`config.mk`:
```
export PLATFORM = sky130hd
export DESIGN_NAME = periph_soc_top
export DESIGN_NICKNAME = d
export VERILOG_FILES = /design/src/design/soc_pkg.sv /design/src/design/rst_sync.sv /design/src/design/obi_decoder.sv /design/src/design/timer_unit.sv /design/src/design/gpio_unit.sv /design/src/design/rvic.sv /design/src/design/periph_soc_top.sv
export SDC_FILE = /design/constraint.sdc
export NUM_CORES = 1
export LEC_CHECK = 0
export BUFFER_PORTS_ARGS = -buffer_cell sky130_fd_sc_hd__buf_2
export CAP_MARGIN = 40
export CORE_AREA = 2 2 223 225
export CTS_BUF_LIST = sky130_fd_sc_hd__clkbuf_8
export DETAILED_ROUTE_END_ITERATION = 10
export DIE_AREA = 0 0 225 227
export PLACE_DENSITY_LB_ADDON = 0.05
export SLEW_MARGIN = 30
export SYNTH_ARGS = -nofsm -noshare
export SYNTH_HDL_FRONTEND = slang
export SYNTH_HIERARCHICAL = 1
export SYNTH_SLANG_ARGS = --single-unit
export TNS_END_PERCENT = 20
```
`constraint.sdc`:
```
create_clock -name clk_i -period 7.57 [get_ports clk_i]
set_input_delay 0.3785 -clock clk_i [delete_from_list [all_inputs] [get_ports clk_i]]
set_output_delay 0.3785 -clock clk_i [all_outputs]
set_load 0.01 [all_outputs]
```
`src/design/soc_pkg.sv`:
```
// bus types, address map, slave indices, register offsets, byte-enable helpers
package soc_pkg;

    typedef logic [31:0] word_t;
    typedef logic [31:0] addr_t;
    typedef logic [3:0]  be_t;
    typedef logic [7:0]  irq_id_t;
    typedef logic [7:0]  reg_off_t;   // byte offset inside a slave

    typedef struct packed {
        logic  req;
        logic  we;
        be_t   be;
        addr_t addr;
        word_t wdata;
    } obi_req_t;

    typedef struct packed {
        logic  gnt;
        logic  rvalid;
        logic  err;
        word_t rdata;
    } obi_rsp_t;

    // address map
    localparam int N_SLAVES   = 4;
    localparam int SLV_TIMER0 = 0;
    localparam int SLV_TIMER1 = 1;
    localparam int SLV_GPIO   = 2;
    localparam int SLV_RVIC   = 3;

    typedef logic [$clog2(N_SLAVES)-1:0] slv_idx_t;

    localparam addr_t SLAVE_BASE [N_SLAVES] = '{
        32'h1000_0000,
        32'h1000_1000,
        32'h2000_0000,
        32'h3000_0000
    };
    localparam addr_t SLAVE_MASK [N_SLAVES] = '{default: 32'hFFFF_F000};

    // interrupt sources, index is the id seen at the controller
    localparam int N_IRQ_SRC  = 3;
    localparam int IRQ_TIMER0 = 0;
    localparam int IRQ_TIMER1 = 1;
    localparam int IRQ_GPIO   = 2;

    localparam reg_off_t TMR_CTRL  = 8'h00;
    localparam reg_off_t TMR_VALUE = 8'h04;
    localparam reg_off_t TMR_COUNT = 8'h08;

    localparam int TMR_CTRL_EN     = 0;
    localparam int TMR_CTRL_IRQ_EN = 1;
    localparam int TMR_CTRL_PEND   = 2;   // write 1 to clear

    localparam reg_off_t GPIO_OUT      = 8'h00;
    localparam reg_off_t GPIO_OE       = 8'h04;
    localparam reg_off_t GPIO_IN       = 8'h08;
    localparam reg_off_t GPIO_IRQ_EN   = 8'h0C;
    localparam reg_off_t GPIO_IRQ_PEND = 8'h10;

    localparam reg_off_t RVIC_ENABLE = 8'h00;
    localparam reg_off_t RVIC_STATUS = 8'h04;
    localparam reg_off_t RVIC_ID     = 8'h08;

    // expand byte enables to a bit mask
    function automatic word_t be_mask(be_t be);
        word_t mask;
        for (int i = 0; i < 4; i++) begin
            mask[8*i +: 8] = {8{be[i]}};
        end
        return mask;
    endfunction

    function automatic word_t be_merge(word_t old_val, word_t new_val, be_t be);
        word_t mask;
        mask = be_mask(be);
        return (old_val & ~mask) | (new_val & mask);
    endfunction

endpackage

```
`src/design/rst_sync.sv`:
```
// reset synchronizer, asynchronous assert and synchronous release
`timescale 1ns/1ns

module rst_sync #(
    parameter int RST_STAGES = 3
) (
    input  logic clk_i,
    input  logic arst_n_i,
    output logic rst_n_o
);

    logic [RST_STAGES-1:0] sync_q;

    always_ff @(posedge clk_i or negedge arst_n_i) begin
        if (!arst_n_i) begin
            sync_q <= '0;
        end else begin
            sync_q <= (sync_q << 1) | RST_STAGES'(1);   // shift ones in
        end
    end

    assign rst_n_o = sync_q[RST_STAGES-1];

endmodule

```
`src/design/obi_decoder.sv`:
```
// address decoder routing one OBI master to N slaves, with error responder
`timescale 1ns/1ns

module obi_decoder (
    input  logic              clk_i,
    input  logic              rst_n_i,
    input  soc_pkg::obi_req_t mst_req_i,
    output soc_pkg::obi_rsp_t mst_rsp_o,
    output soc_pkg::obi_req_t slv_req_o [soc_pkg::N_SLAVES],
    input  soc_pkg::obi_rsp_t slv_rsp_i [soc_pkg::N_SLAVES]
);
    import soc_pkg::*;

    logic [N_SLAVES-1:0] match;
    logic                hit;
    slv_idx_t            sel;
    logic                gnt;
    logic                accept;
    slv_idx_t            sel_q;       // target of the access in flight
    logic                err_pend_q;  // unmapped access awaiting its response

    always_comb begin
        match = '0;
        hit   = 1'b0;
        sel   = '0;
        for (int i = 0; i < N_SLAVES; i++) begin
            match[i] = (mst_req_i.addr & SLAVE_MASK[i]) == SLAVE_BASE[i];
            if (match[i] && !hit) begin
                hit = 1'b1;
                sel = slv_idx_t'(i);
            end
        end
    end

    // only the matched slave sees req
    always_comb begin
        for (int i = 0; i < N_SLAVES; i++) begin
            slv_req_o[i]     = mst_req_i;
            slv_req_o[i].req = mst_req_i.req & hit & (sel == slv_idx_t'(i));
        end
    end

    // unmapped requests are granted here
    assign gnt    = hit ? slv_rsp_i[sel].gnt : mst_req_i.req;
    assign accept = mst_req_i.req & gnt;

    always_ff @(posedge clk_i or negedge rst_n_i) begin
        if (!rst_n_i) begin
            sel_q      <= '0;
            err_pend_q <= 1'b0;
        end else begin
            err_pend_q <= accept & ~hit;
            if (accept && hit) begin
                sel_q <= sel;
            end
        end
    end

    always_comb begin
        mst_rsp_o.gnt = gnt;
        if (err_pend_q) begin
            mst_rsp_o.rvalid = 1'b1;
            mst_rsp_o.err    = 1'b1;
            mst_rsp_o.rdata  = '0;
        end else begin
            mst_rsp_o.rvalid = slv_rsp_i[sel_q].rvalid;
            mst_rsp_o.err    = slv_rsp_i[sel_q].err;
            mst_rsp_o.rdata  = slv_rsp_i[sel_q].rdata;
        end
    end

endmodule

```
`src/design/timer_unit.sv`:
```
// up-counting timer with compare match and pending interrupt
`timescale 1ns/1ns

module timer_unit (
    input  logic              clk_i,
    input  logic              rst_n_i,
    input  soc_pkg::obi_req_t bus_req_i,
    output soc_pkg::obi_rsp_t bus_rsp_o,
    output logic              irq_o
);
    import soc_pkg::*;

    logic [2:0] ctrl_q;   // pend, irq_en, en
    word_t      value_q;
    word_t      count_q;

    reg_off_t off;
    logic     wr;
    logic     match;
    logic     pend_clr;
    word_t    wr_mask;
    word_t    ctrl_word;
    word_t    ctrl_merged;
    word_t    rdata_d;
    word_t    rdata_q;
    logic     rvalid_q;

    assign off         = reg_off_t'(bus_req_i.addr[7:0]);
    assign wr          = bus_req_i.req & bus_req_i.we;
    assign wr_mask     = be_mask(bus_req_i.be);
    assign ctrl_word   = word_t'(ctrl_q);
    assign ctrl_merged = be_merge(ctrl_word, bus_req_i.wdata, bus_req_i.be);
    assign match       = ctrl_q[TMR_CTRL_EN] & (count_q == value_q);
    assign pend_clr    = wr && (off == TMR_CTRL) &&
                         bus_req_i.wdata[TMR_CTRL_PEND] && wr_mask[TMR_CTRL_PEND];

    always_ff @(posedge clk_i or negedge rst_n_i) begin
        if (!rst_n_i) begin
            ctrl_q  <= '0;
            value_q <= '0;
            count_q <= '0;
        end else begin
            if (wr && off == TMR_CTRL) begin
                ctrl_q[TMR_CTRL_EN]     <= ctrl_merged[TMR_CTRL_EN];
                ctrl_q[TMR_CTRL_IRQ_EN] <= ctrl_merged[TMR_CTRL_IRQ_EN];
            end
            if (wr && off == TMR_VALUE) begin
                value_q <= be_merge(value_q, bus_req_i.wdata, bus_req_i.be);
            end
            // a new match wins over a clear in the same cycle
            ctrl_q[TMR_CTRL_PEND] <= match | (ctrl_q[TMR_CTRL_PEND] & ~pend_clr);
            if (ctrl_q[TMR_CTRL_EN]) begin
                count_q <= match ? '0 : count_q + 1'b1;
            end
        end
    end

    always_comb begin
        case (off)
            TMR_CTRL:  rdata_d = ctrl_word;
            TMR_VALUE: rdata_d = value_q;
            TMR_COUNT: rdata_d = count_q;
            default:   rdata_d = '0;
        endcase
    end

    always_ff @(posedge clk_i or negedge rst_n_i) begin
        if (!rst_n_i) begin
            rvalid_q <= 1'b0;
        end else begin
            rvalid_q <= bus_req_i.req;
        end
    end

    always_ff @(posedge clk_i) begin
        if (bus_req_i.req) begin
            rdata_q <= rdata_d;
        end
    end

    assign bus_rsp_o.gnt    = bus_req_i.req;   // always ready
    assign bus_rsp_o.rvalid = rvalid_q;
    assign bus_rsp_o.err    = 1'b0;
    assign bus_rsp_o.rdata  = rdata_q;

    assign irq_o = ctrl_q[TMR_CTRL_PEND] & ctrl_q[TMR_CTRL_IRQ_EN];

endmodule

```
`src/design/gpio_unit.sv`:
```
// gpio registers, input synchronizer and rising-edge interrupt
`timescale 1ns/1ns

module gpio_unit #(
    parameter int GPIO_NUM = 16
) (
    input  logic                clk_i,
    input  logic                rst_n_i,
    input  soc_pkg::obi_req_t   bus_req_i,
    output soc_pkg::obi_rsp_t   bus_rsp_o,
    input  logic [GPIO_NUM-1:0] gpio_i,
    output logic [GPIO_NUM-1:0] gpio_o,
    output logic [GPIO_NUM-1:0] gpio_oe_o,
    output logic                irq_o
);
    import soc_pkg::*;

    logic [GPIO_NUM-1:0] out_q;
    logic [GPIO_NUM-1:0] oe_q;
    logic [GPIO_NUM-1:0] irq_en_q;
    logic [GPIO_NUM-1:0] pend_q;
    logic [GPIO_NUM-1:0] sync1_q;
    logic [GPIO_NUM-1:0] sync2_q;   // GPIO_IN reads this stage
    logic [GPIO_NUM-1:0] hist_q;
    logic [GPIO_NUM-1:0] rise;

    reg_off_t off;
    logic     wr;
    word_t    out_wr;
    word_t    oe_wr;
    word_t    en_wr;
    word_t    clr_word;
    word_t    rdata_d;
    word_t    rdata_q;
    logic     rvalid_q;

    assign off      = reg_off_t'(bus_req_i.addr[7:0]);
    assign wr       = bus_req_i.req & bus_req_i.we;
    assign out_wr   = be_merge(word_t'(out_q), bus_req_i.wdata, bus_req_i.be);
    assign oe_wr    = be_merge(word_t'(oe_q), bus_req_i.wdata, bus_req_i.be);
    assign en_wr    = be_merge(word_t'(irq_en_q), bus_req_i.wdata, bus_req_i.be);
    assign clr_word = (wr && off == GPIO_IRQ_PEND) ?
                      (bus_req_i.wdata & be_mask(bus_req_i.be)) : '0;
    assign rise     = sync2_q & ~hist_q;

    always_ff @(posedge clk_i or negedge rst_n_i) begin
        if (!rst_n_i) begin
            out_q    <= '0;
            oe_q     <= '0;
            irq_en_q <= '0;
            pend_q   <= '0;
            sync1_q  <= '0;
            sync2_q  <= '0;
            hist_q   <= '0;
        end else begin
            sync1_q <= gpio_i;
            sync2_q <= sync1_q;
            hist_q  <= sync2_q;
            if (wr && off == GPIO_OUT)    out_q    <= out_wr[GPIO_NUM-1:0];
            if (wr && off == GPIO_OE)     oe_q     <= oe_wr[GPIO_NUM-1:0];
            if (wr && off == GPIO_IRQ_EN) irq_en_q <= en_wr[GPIO_NUM-1:0];
            pend_q <= (pend_q & ~clr_word[GPIO_NUM-1:0]) | (rise & irq_en_q);
        end
    end

    always_comb begin
        case (off)
            GPIO_OUT:      rdata_d = word_t'(out_q);
            GPIO_OE:       rdata_d = word_t'(oe_q);
            GPIO_IN:       rdata_d = word_t'(sync2_q);
            GPIO_IRQ_EN:   rdata_d = word_t'(irq_en_q);
            GPIO_IRQ_PEND: rdata_d = word_t'(pend_q);
            default:       rdata_d = '0;
        endcase
    end

    always_ff @(posedge clk_i or negedge rst_n_i) begin
        if (!rst_n_i) begin
            rvalid_q <= 1'b0;
        end else begin
            rvalid_q <= bus_req_i.req;
        end
    end

    always_ff @(posedge clk_i) begin
        if (bus_req_i.req) rdata_q <= rdata_d;
    end

    assign bus_rsp_o.gnt    = bus_req_i.req;
    assign bus_rsp_o.rvalid = rvalid_q;
    assign bus_rsp_o.err    = 1'b0;
    assign bus_rsp_o.rdata  = rdata_q;

    assign gpio_o    = out_q;
    assign gpio_oe_o = oe_q;
    assign irq_o     = |pend_q;

endmodule

```
`src/design/rvic.sv`:
```
// interrupt controller with enable mask and lowest-id priority
`timescale 1ns/1ns

module rvic (
    input  logic                           clk_i,
    input  logic                           rst_n_i,
    input  soc_pkg::obi_req_t              bus_req_i,
    output soc_pkg::obi_rsp_t              bus_rsp_o,
    input  logic [soc_pkg::N_IRQ_SRC-1:0]  src_i,
    output logic                           irq_o,
    output soc_pkg::irq_id_t               irq_id_o
);
    import soc_pkg::*;

    logic [N_IRQ_SRC-1:0] enable_q;
    logic [N_IRQ_SRC-1:0] active;
    irq_id_t              id_d;
    irq_id_t              id_q;
    logic                 irq_q;

    reg_off_t off;
    logic     wr;
    word_t    enable_wr;
    word_t    rdata_d;
    word_t    rdata_q;
    logic     rvalid_q;

    assign off       = reg_off_t'(bus_req_i.addr[7:0]);
    assign wr        = bus_req_i.req & bus_req_i.we;
    assign enable_wr = be_merge(word_t'(enable_q), bus_req_i.wdata, bus_req_i.be);
    assign active    = src_i & enable_q;

    // lowest index wins, id stays 0 when idle
    always_comb begin
        id_d = '0;
        for (int i = N_IRQ_SRC - 1; i >= 0; i--) begin
            if (active[i]) begin
                id_d = irq_id_t'(i);
            end
        end
    end

    always_ff @(posedge clk_i or negedge rst_n_i) begin
        if (!rst_n_i) begin
            enable_q <= '0;
            irq_q    <= 1'b0;
            id_q     <= '0;
        end else begin
            if (wr && off == RVIC_ENABLE) begin
                enable_q <= enable_wr[N_IRQ_SRC-1:0];
            end
            irq_q <= |active;
            id_q  <= id_d;
        end
    end

    always_comb begin
        case (off)
            RVIC_ENABLE: rdata_d = word_t'(enable_q);
            RVIC_STATUS: rdata_d = word_t'(active);
            RVIC_ID:     rdata_d = word_t'(id_q);   // registered id, as seen on irq_id_o
            default:     rdata_d = '0;
        endcase
    end

    always_ff @(posedge clk_i or negedge rst_n_i) begin
        if (!rst_n_i) begin
            rvalid_q <= 1'b0;
        end else begin
            rvalid_q <= bus_req_i.req;
        end
    end

    always_ff @(posedge clk_i) begin
        if (bus_req_i.req) begin
            rdata_q <= rdata_d;
        end
    end

    assign bus_rsp_o.gnt    = bus_req_i.req;
    assign bus_rsp_o.rvalid = rvalid_q;
    assign bus_rsp_o.err    = 1'b0;
    assign bus_rsp_o.rdata  = rdata_q;

    assign irq_o    = irq_q;
    assign irq_id_o = id_q;

endmodule

```
`src/design/periph_soc_top.sv`:
```
// peripheral subsystem top with decoder, two timers, gpio and interrupt controller
`timescale 1ns/1ns

module periph_soc_top #(
    parameter int GPIO_NUM   = 16,
    parameter int RST_STAGES = 3
) (
    input  logic                clk_i,
    input  logic                arst_n_i,
    input  soc_pkg::obi_req_t   bus_req_i,
    output soc_pkg::obi_rsp_t   bus_rsp_o,
    input  logic [GPIO_NUM-1:0] gpio_i,
    output logic [GPIO_NUM-1:0] gpio_o,
    output logic [GPIO_NUM-1:0] gpio_oe_o,
    output logic                irq_o,
    output soc_pkg::irq_id_t    irq_id_o
);
    import soc_pkg::*;

    logic                 rst_n;   // synchronized reset for all blocks
    obi_req_t             slv_req [N_SLAVES];
    wire obi_rsp_t        slv_rsp [N_SLAVES];
    wire [N_IRQ_SRC-1:0]  irq_src;

    rst_sync #(
        .RST_STAGES(RST_STAGES)
    ) u_rst_sync (
        .clk_i   (clk_i),
        .arst_n_i(arst_n_i),
        .rst_n_o (rst_n)
    );

    obi_decoder u_obi_decoder (
        .clk_i    (clk_i),
        .rst_n_i  (rst_n),
        .mst_req_i(bus_req_i),
        .mst_rsp_o(bus_rsp_o),
        .slv_req_o(slv_req),
        .slv_rsp_i(slv_rsp)
    );

    timer_unit u_timer0 (
        .clk_i    (clk_i),
        .rst_n_i  (rst_n),
        .bus_req_i(slv_req[SLV_TIMER0]),
        .bus_rsp_o(slv_rsp[SLV_TIMER0]),
        .irq_o    (irq_src[IRQ_TIMER0])
    );

    timer_unit u_timer1 (
        .clk_i    (clk_i),
        .rst_n_i  (rst_n),
        .bus_req_i(slv_req[SLV_TIMER1]),
        .bus_rsp_o(slv_rsp[SLV_TIMER1]),
        .irq_o    (irq_src[IRQ_TIMER1])
    );

    gpio_unit #(
        .GPIO_NUM(GPIO_NUM)
    ) u_gpio (
        .clk_i    (clk_i),
        .rst_n_i  (rst_n),
        .bus_req_i(slv_req[SLV_GPIO]),
        .bus_rsp_o(slv_rsp[SLV_GPIO]),
        .gpio_i   (gpio_i),
        .gpio_o   (gpio_o),
        .gpio_oe_o(gpio_oe_o),
        .irq_o    (irq_src[IRQ_GPIO])
    );

    rvic u_rvic (
        .clk_i    (clk_i),
        .rst_n_i  (rst_n),
        .bus_req_i(slv_req[SLV_RVIC]),
        .bus_rsp_o(slv_rsp[SLV_RVIC]),
        .src_i    (irq_src),
        .irq_o    (irq_o),
        .irq_id_o (irq_id_o)
    );

endmodule

```
==> metrics, run 1 <==
number of synthesis warnings=6; Core Area=0.04855 sq mm; CTS Buffer Depth=3; leakage power=0.009527 uW; Worst Path Required=7.19 ns; # port buffers=153; Hold-fix buffers, CTS=33; layout cell share with drive strength beyond 1=26.82%; CTS tree=built; setup clock skew after layout=0.02144 ns; Inserted Clock Buffers=60; post-DP HPWL=roughly 36,000 um; Hold Slack=approximately 0.030 ns; gr ovfl total=0; portion of total power attributed to sequential cells=51.9%; FMAX=0.2892 GHz; GRT Util Overall=between 20% and 30%; layout-stage area growth over the synthesis result=9.139%; Hold Path Class=primary input to register; average via count per standard cell=5.142; count of standard-cell rows=81; part of the total power dissipated in combinational logic=4.1%; register clock-pin slew on the reported worst setup and hold paths=0.06 ns; remaining max-slew budget at the tightest pin=approximately 41%; initial core utilization=37.31%; worst slew pin tran=about 0.88 ns; power density over the cells=about 190 mW/mm^2; arrival time reported for the critical path endpoint=between 3 and 4 ns; switching power=between 800 and 900 uW; run status=completed; global-route wire length before repair=76,820 um; Post-CTS Repair Setup Buffers=0; routed length per instance=22.70 um; pin count of the biggest net entering global routing=about 150; height of the chip=227 um; global placer's final weighted congestion=0.7969; buffer and inverter count on the worst path=4; total length of routed wires=51,300 um; commonest non-fill, non-tap cell in the layout=dfrtp_1; worst-path cell chain=dlygate4sd3_1 -> buf_2 -> nor4b_1 -> and4b_1 -> and3_2 -> buf_4 -> nand3b_1 -> a21oi_1 -> a31o_1 -> buf_2; final routed DRC violation total=0; fraction of power consumed by the clock network=43.9%; number of levels the H-tree was split into=2; synthesized instance count=between 1,500 and 2,000; top fanout value on the critical path=34; fin crit share=45.68%; Internal Pwr Total=2807 uW; kind of cell adding the most delay to the critical path=buffers and inverters; max-cap violations=0; Worst VDD drop=144.0 uV; Cell Area, Synth=0.01811 sq mm; post-route antenna net violation count=0; Worst Setup Start Kind=primary input; unrepaired setup endpoints after global routing=no; Horiz. Die Dim=225 um; slowest library cell on the worst path=buf_4; Iter 0 DRT Violations=657; source-to-sink clock delay at the later pin of the worst-skew pair=0.67 ns; most frequent cell on the critical path=buf_2; Critical Path Max Stage Delay=0.53 ns; library cell used as clock root buffer=clkbuf_8; endpoint type of the worst setup path=output pin; critical path class=primary input to output pin; Total Neg Setup Slack=0 ns; total via count in the routed design=11,620; number of hold-slack violations in the final timing report=0; number of pins with negative max-slew slack in the final report=0; Gates resized, CTS repair=0; final setup fails=0; clock sink count=345; I/O pin count=164; net total in the final layout=~1,700; time the worst path needs with I/O delays and setup=3.458 ns; average cell area after synthesis=11.82 sq um; vias in the first global route=11,830; die outline area=0.05108 sq mm; most frequent cells in the layout=dfrtp_1 (259), buf_2 (153), mux2_2 (119), nor2_1 (96), xor2_1 (88); Sw Share=24.21%; Detailed Routing Iterations Pass 1=5; number of antenna violations at the first check in global routing=3
## worst reg2reg max path: stages (launching register included)
cell,delay (ns)
dfrtp_1,0.65
nand2_1,0.27
or3_1,0.57
or2_0,0.31
or3_1,0.34
a21oi_1,0.16
## stage by stage
| step | cells | setup slack [ns] | power, uW | utilization, % | cell area, sq um |
|---|---|---|---|---|---|
| after floorplan | 1583 | 2.778 | 2093 | - | 18310 |
| after global placement | 2115 | 4.266 | 2097 | 37.59 | 18250 |
| after detailed placement | 2117 | 4.272 | 2101 | 37.71 | 18310 |
| after CTS | 2258 | 4.069 | 3770 | 40.71 | 19760 |
| after global routing | 2260 | 3.935 | 3870 | 40.72 | 19770 |
| final | 2260 | 4.112 | 3703 | 40.72 | 19770 |
## power by group through the flow
| stage | Clock [uW] | Sequential [uW] | Combinational (uW) |
|---|---|---|---|
| finish | 1630 | 1920 | 154 |
| floorplan | 0 | 1970 | 121 |
| global placement | 0 | 1960 | 136 |
| detailed placement | 0 | 1960 | 144 |
| CTS | 1690 | 1920 | 158 |
| global route | 1780 | 1920 | 170 |
## final timing paths
check                                      from  cells past startpoint                      to  slack [ns]
max in group asynchronous  u_rst_sync/sync_q[2]                      1  u_obi_decoder/sel_q[1]        6.11
min in group asynchronous  u_rst_sync/sync_q[2]                      0               async pin        0.23
max                               bus_req_i[69]                     10           bus_rsp_o[34]        4.11
min reg2reg                u_rst_sync/sync_q[2]                      0               async pin        0.23
min                               bus_req_i[31]                      2                register        0.03
max reg2reg                            register                      5    u_timer1/count_q[30]        5.19
## area by class of cell
type                    instances  area [sq um]
inverters                      30         112.6
flip-flops and latches        345          9055
diodes                          1         2.502
repair buffers                205          1269
multi-input cells             949          7427
clock buffers                  67         922.1
fillers                      4765         28780
clock inverters                41         202.7
well taps                     622         778.2
## routing by layer
metal	track usage (%)	wire length, um	vias to the layer above
met1	26.96	23180	5921
li1	-	-	5378
met3	2.672	1746	62
met4	6.024	988	0
met5	0	0	-
met2	34.66	25380	260
Note: power is estimated with default switching activity, not from simulation.
==> run 2, diff against run 1 <==
clock period = 2.82 ns   (was 7.57 ns; I/O delays follow)
==> metrics, run 2 (synthesized netlist as in run 1, its figures left out) <==
library cell used as clock root buffer=clkbuf_8; fill count=4,675; post-DP HPWL=between 30,000 and 40,000 um; most frequent cell on the critical path=buf_2; clock sink count=345; non-filler instance count after layout=2,334; top fanout value on the critical path=15; net total in the final layout=about 1,700; kind of cell adding the most delay to the critical path=buffers and inverters; leakage power=0.009912 uW; # port buffers=153; initial core utilization=37.31%; vias in the first global route=12,110; unrepaired setup endpoints after global routing=no; count of standard-cell rows=81; pin count of the biggest net entering global routing=93; register clock-pin slew on the reported worst setup and hold paths=~0.060 ns; FMAX=0.3737 GHz; Worst Path Required=2.68 ns; Placed Instance Area=0.01862 sq mm; I/O pin count=164; total met3 wirelength after detailed routing=1852 um; total power of the final layout=roughly 10,000 uW; total length of routed wires=50,860 um; worst slew pin tran=~0.6 ns; Iter 0 DRT Violations=620; cells on worst reg2reg path=5; number of pins with negative max-slew slack in the final report=0; layout cell share with drive strength beyond 1=roughly 29%; most frequent cells in the layout=dfrtp_1 (260), buf_2 (153), mux2_2 (119), nor2_1 (97), xor2_1 (88); post-route antenna net violation count=0; DP Cell Count=2,157; Endpoint, Worst Hold=u_timer0/ctrl_q[2]; power density over the cells=510.5 mW/mm^2; Detailed Routing Iterations Pass 1=5; average via count per standard cell=5.090; number of antenna violations at the first check in global routing=1; global placer's final weighted congestion=between 0.8 and 0.9; die outline area=0.05108 sq mm; slowest library cell on the worst path=dlygate4sd3_1; reg2reg start=u_timer1/count_q[4]; commonest non-fill, non-tap cell in the layout=dfrtp_1; number of levels the H-tree was split into=2; time the worst path needs with I/O delays and setup=2.676 ns; remaining max-slew budget at the tightest pin=58.47%; GRT Util Overall=20.13%; Hold Path Class=primary input to register; finished layout cell area=0.02056 sq mm; Worst Setup Start Kind=primary input; highest metal layer with signal wires=met4; total via count in the routed design=11,880; CTS Buffer Depth=3; global-route wire length before repair=76,470 um; capturing point of the worst reg2reg path=u_timer1/count_q[30]; fin crit share=94.90%; worst-path cell chain=dlygate4sd3_1 -> buf_2 -> nor4b_1 -> nand4b_1 -> nor3b_2 -> buf_12 -> a21oi_1 -> a31oi_1 -> a31o_1 -> buf_2; slack of the worst reg-to-reg path=0.58 ns; gr ovfl total=0; met2 routed WL=approximately 25,000 um; start point of the worst hold path=bus_req_i[64]; endpoint type of the worst setup path=output pin; Horiz. Die Dim=225 um; Post-CTS Repair Setup Buffers=0; routed length per instance=roughly 22 um; Setup Slack @ Placement=0.1222 ns; DRT met1 WL=22,710 um; number of hold-slack violations in the final timing report=0; setup clock skew after layout=0.01846 ns; final setup fails=0; arrival time reported for the critical path endpoint=roughly 2.5 ns; area occupied by registers=0.009054 sq mm; Inserted Clock Buffers=61; Core Area=between 0.04 and 0.05 sq mm; critical path class=primary input to output pin; source-to-sink clock delay at the later pin of the worst-skew pair=0.67 ns; CTS tree=built; max-cap violations=0; run status=completed; buffer and inverter count on the worst path=4; layout-stage area growth over the synthesis result=13.52%; total area of multi-input combinational cells=0.007410 sq mm; Critical Path Max Stage Delay=0.53 ns; PnR worst setup slack=0.1438 ns; instance count along the most critical hold path=5; Worst VDD drop=323.7 uV; final routed DRC violation total=0; height of the chip=227 um
-- run 2: area by class of cell --
cell class	count	area share, %
Antenna cell	1	0.01217
Clock buffer	87	5.823
Timing Repair Buffer	272	9.140
Sequential cell	345	44.03
Tap cell	622	3.785
Multi-Input combinational cell	949	36.04
Inverter	30	0.5476
Clock inverter	28	0.6268
-- run 2: metrics by stage --
stage          hold WS, ns  TNS [ns]  util (%)
2_1_floorplan      -0.1546    -55.24         -
3_3_place_gp      -0.06163         0     38.35
3_5_place_dp      -0.05703         0     38.35
4_1_cts           0.002864         0     42.32
5_1_grt            0.08328         0     42.36
6_report           0.06976         0     42.36
-- run 2: worst max path at each step --
stage	start	slack, ns	cells after the start	to
detailed placement	bus_req_i[57]	0.12	9	register
CTS	bus_req_i[69]	0.15	10	bus_rsp_o[34]
global route	bus_req_i[69]	0.006	10	bus_rsp_o[34]
global placement	bus_req_i[57]	0.13	9	register
finish	bus_req_i[69]	0.14	10	bus_rsp_o[34]
floorplan	bus_req_i[57]	-0.86	7	register
-- run 2: worst reg2reg max path, stage by stage, from the launching register on --
cell,delay (ns)
dfrtp_1,0.51
nand4_2,0.25
or3_1,0.60
or2_0,0.30
or3_1,0.35
a21oi_1,0.16
-- run 2: per-layer routing --
metal	track usage (%)	vias to the layer above
met3	2.607	80
li1	-	5514
met2	34.21	249
met1	26.54	6036
met4	7.007	0
met5	0	-
-- run 2: what timing repair did --
item                      CTS  global route
hold buffers               60             0
hold endpoints to repair  171             0
resized for setup           0             0
-- run 2: where the power goes --
part           internal [uW]  switching (uW)  total [uW]
Sequential              5140            24.3        5160
Combinational            178             266         443
Clock                   2720            2170        4890
